===== src/source/csr_exec_params.svh =====
/*
 * widths for data, rd index, commit tag and CSR address
 * the six machine-mode CSR addresses
 * write masks for the implemented CSRs
 */
`ifndef CSR_EXEC_PARAMS_SVH
`define CSR_EXEC_PARAMS_SVH

// datapath widths
`define XLEN            32
`define REG_ADDR_WIDTH  5   // rd index
`define COMMIT_ID_WIDTH 4
`define CSR_ADDR_WIDTH  12

// implemented machine-mode CSRs
`define CSR_MSTATUS     12'h300
`define CSR_MIE         12'h304
`define CSR_MTVEC       12'h305
`define CSR_MSCRATCH    12'h340
`define CSR_MEPC        12'h341
`define CSR_MCAUSE      12'h342

// writable bits per CSR, everything else reads 0
`define CSR_MSTATUS_WMASK 32'h0000_0088 // MIE (3) and MPIE (7) only
`define CSR_MTVEC_WMASK   32'hFFFF_FFFC // base aligned, mode bits tied low
`define CSR_MEPC_WMASK    32'hFFFF_FFFE // bit 0 always zero
`define CSR_FULL_WMASK    32'hFFFF_FFFF // mie, mscratch, mcause

`endif


===== src/source/csr_exec_pkg.sv =====
/*
 * shared types of the CSR datapath
 * CSR operation encoding and CSR address type
 */
`default_nettype none

`include "csr_exec_params.svh"

package csr_exec_pkg;

    // operation after decode, immediate forms fold into the same three
    typedef enum logic [1:0] {
        CSR_OP_NONE = 2'd0, // not a CSR instruction
        CSR_OP_RW   = 2'd1, // csrrw / csrrwi
        CSR_OP_RS   = 2'd2, // csrrs / csrrsi
        CSR_OP_RC   = 2'd3  // csrrc / csrrci
    } csr_op_e;

    // 12-bit CSR address from instr[31:20]
    typedef logic [`CSR_ADDR_WIDTH-1:0] csr_addr_t;

endpackage

`default_nettype wire


===== src/source/csr_decoder.sv =====
/*
 * decode stage for the Zicsr instructions
 * picks op, operand, CSR address and the write intents
 */
`timescale 1ns/1ps
`default_nettype none

`include "csr_exec_params.svh"

module csr_decoder (
    input  wire                            instr_valid_i,
    input  wire  [`XLEN-1:0]               instr_i,
    input  wire  [`XLEN-1:0]               rs1_data_i,
    output csr_exec_pkg::csr_op_e          csr_op_o,
    output logic [`XLEN-1:0]               csr_operand_o,
    output csr_exec_pkg::csr_addr_t        csr_addr_o,
    output logic                           csr_we_req_o,  // CSR gets written
    output logic                           rd_we_req_o,   // rd gets the old value
    output logic [`REG_ADDR_WIDTH-1:0]     rd_addr_o
);
    import csr_exec_pkg::*;

    localparam logic [6:0] OPC_SYSTEM = 7'b1110011;

    logic [6:0]                 opcode;
    logic [2:0]                 funct3;
    logic [4:0]                 rs1_uimm;   // rs1 index or uimm, same field
    logic [`REG_ADDR_WIDTH-1:0] rd_idx;
    logic                       is_imm;
    logic                       src_nonzero;

    // instruction fields
    assign opcode   = instr_i[6:0];
    assign rd_idx   = instr_i[11:7];
    assign funct3   = instr_i[14:12];
    assign rs1_uimm = instr_i[19:15];

    assign is_imm      = funct3[2];          // csrr*i forms
    assign src_nonzero = (rs1_uimm != 5'd0);

    // op select, funct3 000 is ecall/ebreak space and 100 is reserved
    always_comb begin
        csr_op_o = CSR_OP_NONE;
        if (instr_valid_i && (opcode == OPC_SYSTEM)) begin
            case (funct3[1:0])
                2'b01:   csr_op_o = CSR_OP_RW;
                2'b10:   csr_op_o = CSR_OP_RS;
                2'b11:   csr_op_o = CSR_OP_RC;
                default: csr_op_o = CSR_OP_NONE;
            endcase
        end
    end

    // register operand or zero-extended uimm
    assign csr_operand_o = is_imm ? {{(`XLEN-5){1'b0}}, rs1_uimm} : rs1_data_i;

    assign csr_addr_o = instr_i[31:20];
    assign rd_addr_o  = rd_idx;

    // set/clear with x0 or uimm 0 only reads the CSR
    always_comb begin
        case (csr_op_o)
            CSR_OP_RW: csr_we_req_o = 1'b1;
            CSR_OP_RS: csr_we_req_o = src_nonzero;
            CSR_OP_RC: csr_we_req_o = src_nonzero;
            default:   csr_we_req_o = 1'b0;
        endcase
    end

    // x0 as rd discards the old value
    assign rd_we_req_o = (csr_op_o != CSR_OP_NONE) && (rd_idx != '0);

endmodule

`default_nettype wire


===== src/source/csr_exec_top.sv =====
/*
 * CSR datapath top
 * decoder, execute unit and CSR file
 */
`timescale 1ns/1ps
`default_nettype none

`include "csr_exec_params.svh"

module csr_exec_top (
    input  wire                          clk,
    input  wire                          rst_n_i,
    input  wire                          instr_valid_i,
    input  wire  [`XLEN-1:0]             instr_i,
    input  wire  [`XLEN-1:0]             rs1_data_i,
    input  wire  [`COMMIT_ID_WIDTH-1:0]  commit_id_i,
    input  wire                          int_assert_i,
    input  wire                          wb_ready_i,
    output logic                         rd_we_o,
    output logic [`REG_ADDR_WIDTH-1:0]   rd_addr_o,
    output logic [`XLEN-1:0]             rd_wdata_o,
    output logic [`COMMIT_ID_WIDTH-1:0]  commit_id_o,
    output logic                         csr_stall_o,
    output logic                         csr_we_o,    // committed CSR write
    output csr_exec_pkg::csr_addr_t      csr_waddr_o,
    output logic [`XLEN-1:0]             csr_wdata_o
);
    import csr_exec_pkg::*;

    csr_op_e                    csr_op;
    logic [`XLEN-1:0]           csr_operand;
    csr_addr_t                  csr_addr;     // to execute and the read port
    logic                       csr_we_req;
    logic                       rd_we_req;
    logic [`REG_ADDR_WIDTH-1:0] dec_rd_addr;
    logic [`XLEN-1:0]           csr_rdata;    // combinational, forwarded

    csr_decoder u_csr_decoder (
        .instr_valid_i (instr_valid_i),
        .instr_i       (instr_i),
        .rs1_data_i    (rs1_data_i),
        .csr_op_o      (csr_op),
        .csr_operand_o (csr_operand),
        .csr_addr_o    (csr_addr),
        .csr_we_req_o  (csr_we_req),
        .rd_we_req_o   (rd_we_req),
        .rd_addr_o     (dec_rd_addr)
    );

    csr_exec_unit u_csr_exec_unit (
        .clk           (clk),
        .rst_n_i       (rst_n_i),
        .csr_op_i      (csr_op),
        .csr_operand_i (csr_operand),
        .csr_addr_i    (csr_addr),
        .csr_rdata_i   (csr_rdata),
        .csr_we_req_i  (csr_we_req),
        .rd_we_req_i   (rd_we_req),
        .rd_addr_i     (dec_rd_addr),
        .commit_id_i   (commit_id_i),
        .int_assert_i  (int_assert_i),
        .wb_ready_i    (wb_ready_i),
        .csr_stall_o   (csr_stall_o),
        .csr_we_o      (csr_we_o),
        .csr_waddr_o   (csr_waddr_o),
        .csr_wdata_o   (csr_wdata_o),
        .rd_we_o       (rd_we_o),
        .rd_addr_o     (rd_addr_o),
        .rd_wdata_o    (rd_wdata_o),
        .commit_id_o   (commit_id_o)
    );

    // write port fed back from the execute registers
    csr_file u_csr_file (
        .clk     (clk),
        .rst_n_i (rst_n_i),
        .raddr_i (csr_addr),
        .rdata_o (csr_rdata),
        .we_i    (csr_we_o),
        .waddr_i (csr_waddr_o),
        .wdata_i (csr_wdata_o)
    );

endmodule

`default_nettype wire


===== src/source/csr_exec_unit.sv =====
/*
 * execute stage of the CSR datapath
 * write/set/clear value, old value to rd, interrupt cancel
 * result registers loaded while wb_ready_i is high
 */
`timescale 1ns/1ps
`default_nettype none

`include "csr_exec_params.svh"

module csr_exec_unit (
    input  wire                              clk,
    input  wire                              rst_n_i,
    // from decode
    input  wire csr_exec_pkg::csr_op_e       csr_op_i,
    input  wire  [`XLEN-1:0]                 csr_operand_i,
    input  wire csr_exec_pkg::csr_addr_t     csr_addr_i,
    input  wire  [`XLEN-1:0]                 csr_rdata_i,   // current CSR value, forwarded
    input  wire                              csr_we_req_i,
    input  wire                              rd_we_req_i,
    input  wire  [`REG_ADDR_WIDTH-1:0]       rd_addr_i,
    input  wire  [`COMMIT_ID_WIDTH-1:0]      commit_id_i,
    input  wire                              int_assert_i,  // pending interrupt level
    input  wire                              wb_ready_i,    // writeback takes results
    output logic                             csr_stall_o,
    // committed CSR write
    output logic                             csr_we_o,
    output csr_exec_pkg::csr_addr_t          csr_waddr_o,
    output logic [`XLEN-1:0]                 csr_wdata_o,
    // rd writeback
    output logic                             rd_we_o,
    output logic [`REG_ADDR_WIDTH-1:0]       rd_addr_o,
    output logic [`XLEN-1:0]                 rd_wdata_o,
    output logic [`COMMIT_ID_WIDTH-1:0]      commit_id_o
);
    import csr_exec_pkg::*;

    logic             op_valid;      // real CSR op, not cancelled
    logic             is_rw;
    logic             is_rs;
    logic             is_rc;
    logic [`XLEN-1:0] csr_wdata_nxt;
    logic [`XLEN-1:0] rd_wdata_nxt;
    logic             csr_we_nxt;
    logic             rd_we_nxt;

    // an interrupt simply drops the CSR op
    assign op_valid = (csr_op_i != CSR_OP_NONE) && !int_assert_i;

    assign is_rw = (csr_op_i == CSR_OP_RW);
    assign is_rs = (csr_op_i == CSR_OP_RS);
    assign is_rc = (csr_op_i == CSR_OP_RC);

    always_comb begin
        csr_wdata_nxt = '0;
        rd_wdata_nxt  = '0;
        if (op_valid) begin
            rd_wdata_nxt  = csr_rdata_i; // every form returns the old value
            // one-hot and-or select of the new value
            csr_wdata_nxt = ({`XLEN{is_rw}} & csr_operand_i)
                          | ({`XLEN{is_rs}} & (csr_rdata_i | csr_operand_i))
                          | ({`XLEN{is_rc}} & (csr_rdata_i & ~csr_operand_i));
        end
    end

    assign csr_we_nxt = op_valid && csr_we_req_i;
    assign rd_we_nxt  = op_valid && rd_we_req_i;

    // write enables, held while writeback is busy
    always_ff @(posedge clk or negedge rst_n_i) begin
        if (!rst_n_i) begin
            csr_we_o <= 1'b0;
            rd_we_o  <= 1'b0;
        end else if (wb_ready_i) begin
            csr_we_o <= csr_we_nxt;
            rd_we_o  <= rd_we_nxt;
        end
    end

    // result payload, same load enable
    always_ff @(posedge clk or negedge rst_n_i) begin
        if (!rst_n_i) begin
            csr_waddr_o <= '0;
            csr_wdata_o <= '0;
            rd_addr_o   <= '0;
            rd_wdata_o  <= '0;
            commit_id_o <= '0;
        end else if (wb_ready_i) begin
            csr_waddr_o <= csr_addr_i;
            csr_wdata_o <= csr_wdata_nxt;
            rd_addr_o   <= rd_addr_i;
            rd_wdata_o  <= rd_wdata_nxt;
            commit_id_o <= commit_id_i;
        end
    end

    // held CSR write not yet taken by writeback
    assign csr_stall_o = csr_we_o & ~wb_ready_i;

endmodule

`default_nettype wire


===== src/source/csr_file.sv =====
/*
 * machine-mode CSR file, six registers with write masks
 * combinational read port with write forwarding
 */
`timescale 1ns/1ps
`default_nettype none

`include "csr_exec_params.svh"

module csr_file (
    input  wire                          clk,
    input  wire                          rst_n_i,
    input  wire csr_exec_pkg::csr_addr_t raddr_i,
    output logic [`XLEN-1:0]             rdata_o,
    input  wire                          we_i,     // registered write from execute
    input  wire csr_exec_pkg::csr_addr_t waddr_i,
    input  wire  [`XLEN-1:0]             wdata_i
);
    import csr_exec_pkg::*;

    logic [`XLEN-1:0] mstatus_q;
    logic [`XLEN-1:0] mie_q;
    logic [`XLEN-1:0] mtvec_q;
    logic [`XLEN-1:0] mscratch_q;
    logic [`XLEN-1:0] mepc_q;
    logic [`XLEN-1:0] mcause_q;

    logic [`XLEN-1:0] stored_rdata;
    logic [`XLEN-1:0] wdata_masked;
    logic             fwd_hit;

    // writable bits by address, zero for anything unimplemented
    function automatic logic [`XLEN-1:0] csr_wmask(input csr_addr_t addr);
        logic [`XLEN-1:0] mask;
        case (addr)
            `CSR_MSTATUS:  mask = `CSR_MSTATUS_WMASK;
            `CSR_MIE:      mask = `CSR_FULL_WMASK;
            `CSR_MTVEC:    mask = `CSR_MTVEC_WMASK;
            `CSR_MSCRATCH: mask = `CSR_FULL_WMASK;
            `CSR_MEPC:     mask = `CSR_MEPC_WMASK;
            `CSR_MCAUSE:   mask = `CSR_FULL_WMASK;
            default:       mask = '0;
        endcase
        return mask;
    endfunction

    assign wdata_masked = wdata_i & csr_wmask(waddr_i);

    // stored values are already masked
    always_comb begin
        case (raddr_i)
            `CSR_MSTATUS:  stored_rdata = mstatus_q;
            `CSR_MIE:      stored_rdata = mie_q;
            `CSR_MTVEC:    stored_rdata = mtvec_q;
            `CSR_MSCRATCH: stored_rdata = mscratch_q;
            `CSR_MEPC:     stored_rdata = mepc_q;
            `CSR_MCAUSE:   stored_rdata = mcause_q;
            default:       stored_rdata = '0;  // unimplemented reads zero
        endcase
    end

    // pending write to the same CSR wins, back-to-back ops see it
    assign fwd_hit = we_i && (waddr_i == raddr_i);
    assign rdata_o = fwd_hit ? wdata_masked : stored_rdata;

    // write port, a held write just rewrites the same value
    always_ff @(posedge clk or negedge rst_n_i) begin
        if (!rst_n_i) begin
            mstatus_q  <= '0;
            mie_q      <= '0;
            mtvec_q    <= '0;
            mscratch_q <= '0;
            mepc_q     <= '0;
            mcause_q   <= '0;
        end else if (we_i) begin
            case (waddr_i)
                `CSR_MSTATUS:  mstatus_q  <= wdata_masked;
                `CSR_MIE:      mie_q      <= wdata_masked;
                `CSR_MTVEC:    mtvec_q    <= wdata_masked;
                `CSR_MSCRATCH: mscratch_q <= wdata_masked;
                `CSR_MEPC:     mepc_q     <= wdata_masked;
                `CSR_MCAUSE:   mcause_q   <= wdata_masked;
                default: ;                 // writes to unimplemented CSRs dropped
            endcase
        end
    end

endmodule

`default_nettype wire


===== config.mk =====
export PLATFORM = sky130hd
export DESIGN_NAME = csr_exec_top
export DESIGN_NICKNAME = d
export VERILOG_FILES = /design/src/source/csr_exec_pkg.sv /design/src/source/csr_decoder.sv /design/src/source/csr_exec_top.sv /design/src/source/csr_exec_unit.sv /design/src/source/csr_file.sv
export VERILOG_INCLUDE_DIRS = /design/src /design/src/source
export SDC_FILE = /design/constraint.sdc
export NUM_CORES = 1
export LEC_CHECK = 0
export BUFFER_PORTS_ARGS = -buffer_cell sky130_fd_sc_hd__buf_2
export CORE_ASPECT_RATIO = 0.7
export CORE_UTILIZATION = 55
export CTS_CLUSTER_DIAMETER = 50
export DETAILED_ROUTE_END_ITERATION = 8
export HOLD_SLACK_MARGIN = 0.05
export PLACE_DENSITY = 0.74
export SKIP_CTS_REPAIR_TIMING = 1
export SYNTH_ARGS = -nofsm -noshare
export SYNTH_HDL_FRONTEND = slang
export SYNTH_SLANG_ARGS = --single-unit

===== constraint.sdc =====
create_clock -name clk -period 5.1 [get_ports clk]
set_input_delay 0.255 -clock clk [delete_from_list [all_inputs] [get_ports clk]]
set_output_delay 0.255 -clock clk [all_outputs]
set_load 0.1 [all_outputs]

==> impl_metrics.yaml <==
cells_and_area:
  area_growth_pct: 18.4
  stdcell_area_um2: 15200
  stdcell_count: 1648
  drive_above_1_share_pct: 28.0
  diodes: 0
  fill_cells: 1748
  nNetsFinal: 1389
run:
  drv_cap: 0
timing:
  maxSlewHeadroom_pct: 22.3
  tightest_slew_ns: 1.16
  drv_slew: 0
  setup_viol: 0
  rsz0062_at_grt: "no"
  hold_viol: 0
  finalCritPeriodShare_pct: 63.7
  fin_skew_ns: 0.0118
  min_period_ns: 3.25
  fin_tns_setup_ns: 0
  max_freq_mhz: 308
synth:
  ys_ff_latch: 279
  synth_nets: 1225
  synthMuxAreaShare_pct: 15.1
  synth.avg_cell_area_um2: 11.1
  synth.top_cell.area_share_pct: 54.4
  synthDistinctLibCells: 58
  yosysTopAreaCell: "dfrtp_1"
  synth_xor_area_share_pct: 0.888
  synthTopCellsByArea: "dfrtp_1 54%, mux2_2 11%, nand2_1 5.1%, o21ai_0 3.9%, mux2i_1 3.8%"
  synthFlopType: "dfrtp_1"
  synth.yosys.seq_area_share_pct: 54.4
  syn_area_um2: 12800
  synth_top_family_by_area: "compound AO/OA/AOI/OAI gates"
  ys_warn_count: 0
  synthCells: 1152
  synth-simple-area-share_pct: 10.9
  synth_edf_count: 0
  synth_fa_ha_area_share_pct: 0
  synth_compound_area_share_pct: 15.8
  ys_async_sr_fraction_pct: 100
global_routing:
  grt_pass1_vias: 9511
  grt_max_degree: 186
  grt_pass1_wl_um: 54100
  grt_use_total_pct: 29.6
  grt_antenna_before_repair: 0
  overflow: 0
clocking:
  path_clk_slew_ns: 0.06
  htree_levels: 1
  cts_tree: "yes"
  clock_sinks: 279
  clk_latency_ns: 0.54
  cts_max_path_buffers: 3
  cts_root_buffer: "clkbuf_16"
  cts_buffers: 27
floorplanning:
  die_x_um: 185
  core_area_um2: 22700
  die_y_um: 130
  start_util_pct: 56.4
  die-area_um2: 23900
  io_pins: 161
  num_rows: 46
setup_path:
  cp_top_family: "simple AND/OR/NAND/NOR gates"
  r2r_start: "u_csr_exec_unit.csr_waddr_o[10]"
  cp_data_required_time_ns: 5.55
  critical_path_class: "in2reg"
  r2r_cells: 6
  cp_slowest_cell: "nor2_2"
  cp_num_buf_inv: 2
  worstPathArrival_ns: 3.70
  r2r_setup_slack_ns: 2.09
  critPathLaunchType: "input pin"
  crit_path_end_kind: "register"
  timing.rr.end: "u_csr_exec_unit.csr_wdata_o[11]"
  cp_max_fo: 16
  crit_path_cell_trace: "dlygate4sd3_1, buf_2, or4_1, nor2_2, a22oi_1, mux2_2, o21ai_0"
  critPathMaxStageDelay_ns: 1.05
run_status:
  status: "finished clean"
drt:
  vias: 10100
  drt_iter0_markers: 893
  drtAntennaViolNets: 0
  routedWlPerCell_um: 21.5
  firstDrtPassIters: 8
  via_per_inst: 6.13
  drcViolationCount: 0
  drt-total-wl_um: 35400
placed_design:
  dpl-instance-area_um2: 13900
  hpwlAfterDp_um: 20800
  place_inst: 1557
  io_buffers: 160
  place_congestion: 0.802
power:
  p_leak_nw: 7.02
  power_density_nw_per_um2: 305
  peakVddDrop_mv: 0.286
worst_hold_path:
  worstHoldStart: "instr_i[20]"
  whs_endpoint: "u_csr_exec_unit.csr_waddr_o[0]"
  holdPathStages: 2
  hold_class: "in2reg"
[synth_stat cells (3+ instances only)]
master and count:
a21oi_1 22, nand2_1 173, nand4_1 4, nand3_1 10, nor3_1 8, mux2i_1 49
nor2_1 18, o41a_1 5, o31ai_1 3, and2_1 36, o21ai_1 12, o2bb2ai_1 52
or4_1 4, buf_2 10, a21o_1 5, nor4_1 4, dfrtp_1 279, clkbuf_1 65
or3_1 5, nor2b_1 12, a22oi_1 38, xnor2_1 12, o21ai_0 101, a221oi_1 26
o22a_1 3, buf_1 10, a2bb2oi_1 4, a22o_1 9, o22ai_1 5, inv_1 5
mux2_2 128
[metal layers]
layer	track usage [%]	share of wire, %	up-vias
met2	44.4	43	464
met5	0	0	-
met3	4.44	8.1	54
met1	45.3	47	5064
met4	7.65	1.8	0
li1	-	-	4514
[registers in the layout, indices dropped and copies added, names as in the netlist, 4 cells and up]
name and cells:
u_csr_file.mtvec_q 32, u_csr_file.mcause_q 32, u_csr_exec_unit.rd_wdata_o 32, u_csr_file.mepc_q 32
u_csr_file.mie_q 32, u_csr_file.mscratch_q 32, u_csr_exec_unit.csr_wdata_o 32, u_csr_exec_unit.commit_id_o 4
u_csr_exec_unit.csr_waddr_o 12, u_csr_file.mstatus_q 32, u_csr_exec_unit.rd_addr_o 5
[cell type report]
| class | count | area [µm²] | area share [%] |
|---|---|---|---|
| sequential | 279 | 6980 | 46.0 |
| clock inverter | 13 | 106 | 0.700 |
| clock buffer | 36 | 779 | 5.13 |
| inverter | 6 | 22.5 | 0.148 |
| tap | 312 | 390 | 2.57 |
| timing repair buffer | 223 | 1400 | 9.23 |
| multi-input combinational | 779 | 5510 | 36.2 |
[worst max-delay path by stage]
stage	from	to	slack, ns	depth (start not counted)
final	instr_i[23]	u_csr_exec_unit.csr_wdata_o[16]	1.85	7
after global routing	instr_i[23]	u_csr_exec_unit.csr_wdata_o[19]	1.82	7
after CTS	u_csr_exec_unit.csr_waddr_o[7]	u_csr_exec_unit.csr_wdata_o[11]	2.14	6
after detailed placement	instr_i[20]	u_csr_exec_unit.rd_wdata_o[23]	1.98	8
after global placement	instr_i[23]	u_csr_exec_unit.csr_wdata_o[16]	2.02	6
after floorplan	u_csr_exec_unit.csr_waddr_o[9]	u_csr_exec_unit.csr_wdata_o[28]	2.29	8
[metrics by stage]
stage / power (mW) / util (%) / worst slack, ns / hold WS [ns]
6_report: 4.63 / 66.8 / 1.85 / 0.0821
5_1_grt: 4.76 / 66.8 / 1.82 / 0.0900
4_1_cts: 4.63 / 65.0 / 2.14 / -0.474
3_5_place_dp: 2.66 / 61.1 / 1.98 / 0.0793
3_3_place_gp: 2.65 / 61.1 / 2.02 / 0.0801
2_1_floorplan: 2.52 / - / 2.29 / -0.0406
[cells in the final DEF, fill, tap and decap left out, drive strengths merged, types with 6 or more instances in the layout]
cell / n
buf: 181
clkinv: 10
dfrtp: 279
xnor2: 12
nor2: 20
a21oi: 22
inv: 6
nand2: 173
mux2: 128
a22o: 9
o21ai: 113
clkbuf: 36
nor2b: 12
and2: 36
nand3: 10
a221oi: 26
o2bb2ai: 52
mux2i: 49
dlygate4sd3: 42
a22oi: 38
nor3: 8
[cell families after synthesis]
logic type | Yosys count
compound gates | 296
simple gates | 293
flops | 279
mux | 177
buf+inv | 94
xor+xnor | 13
[where the power goes]
part	switching, mW	internal [mW]	total (mW)
sequential	0.0215	2.23	2.25
combinational	0.282	0.108	0.390
clock	0.866	1.13	1.99
total	1.17	3.46	4.63
Note: power is estimated with default switching activity, not from simulation.
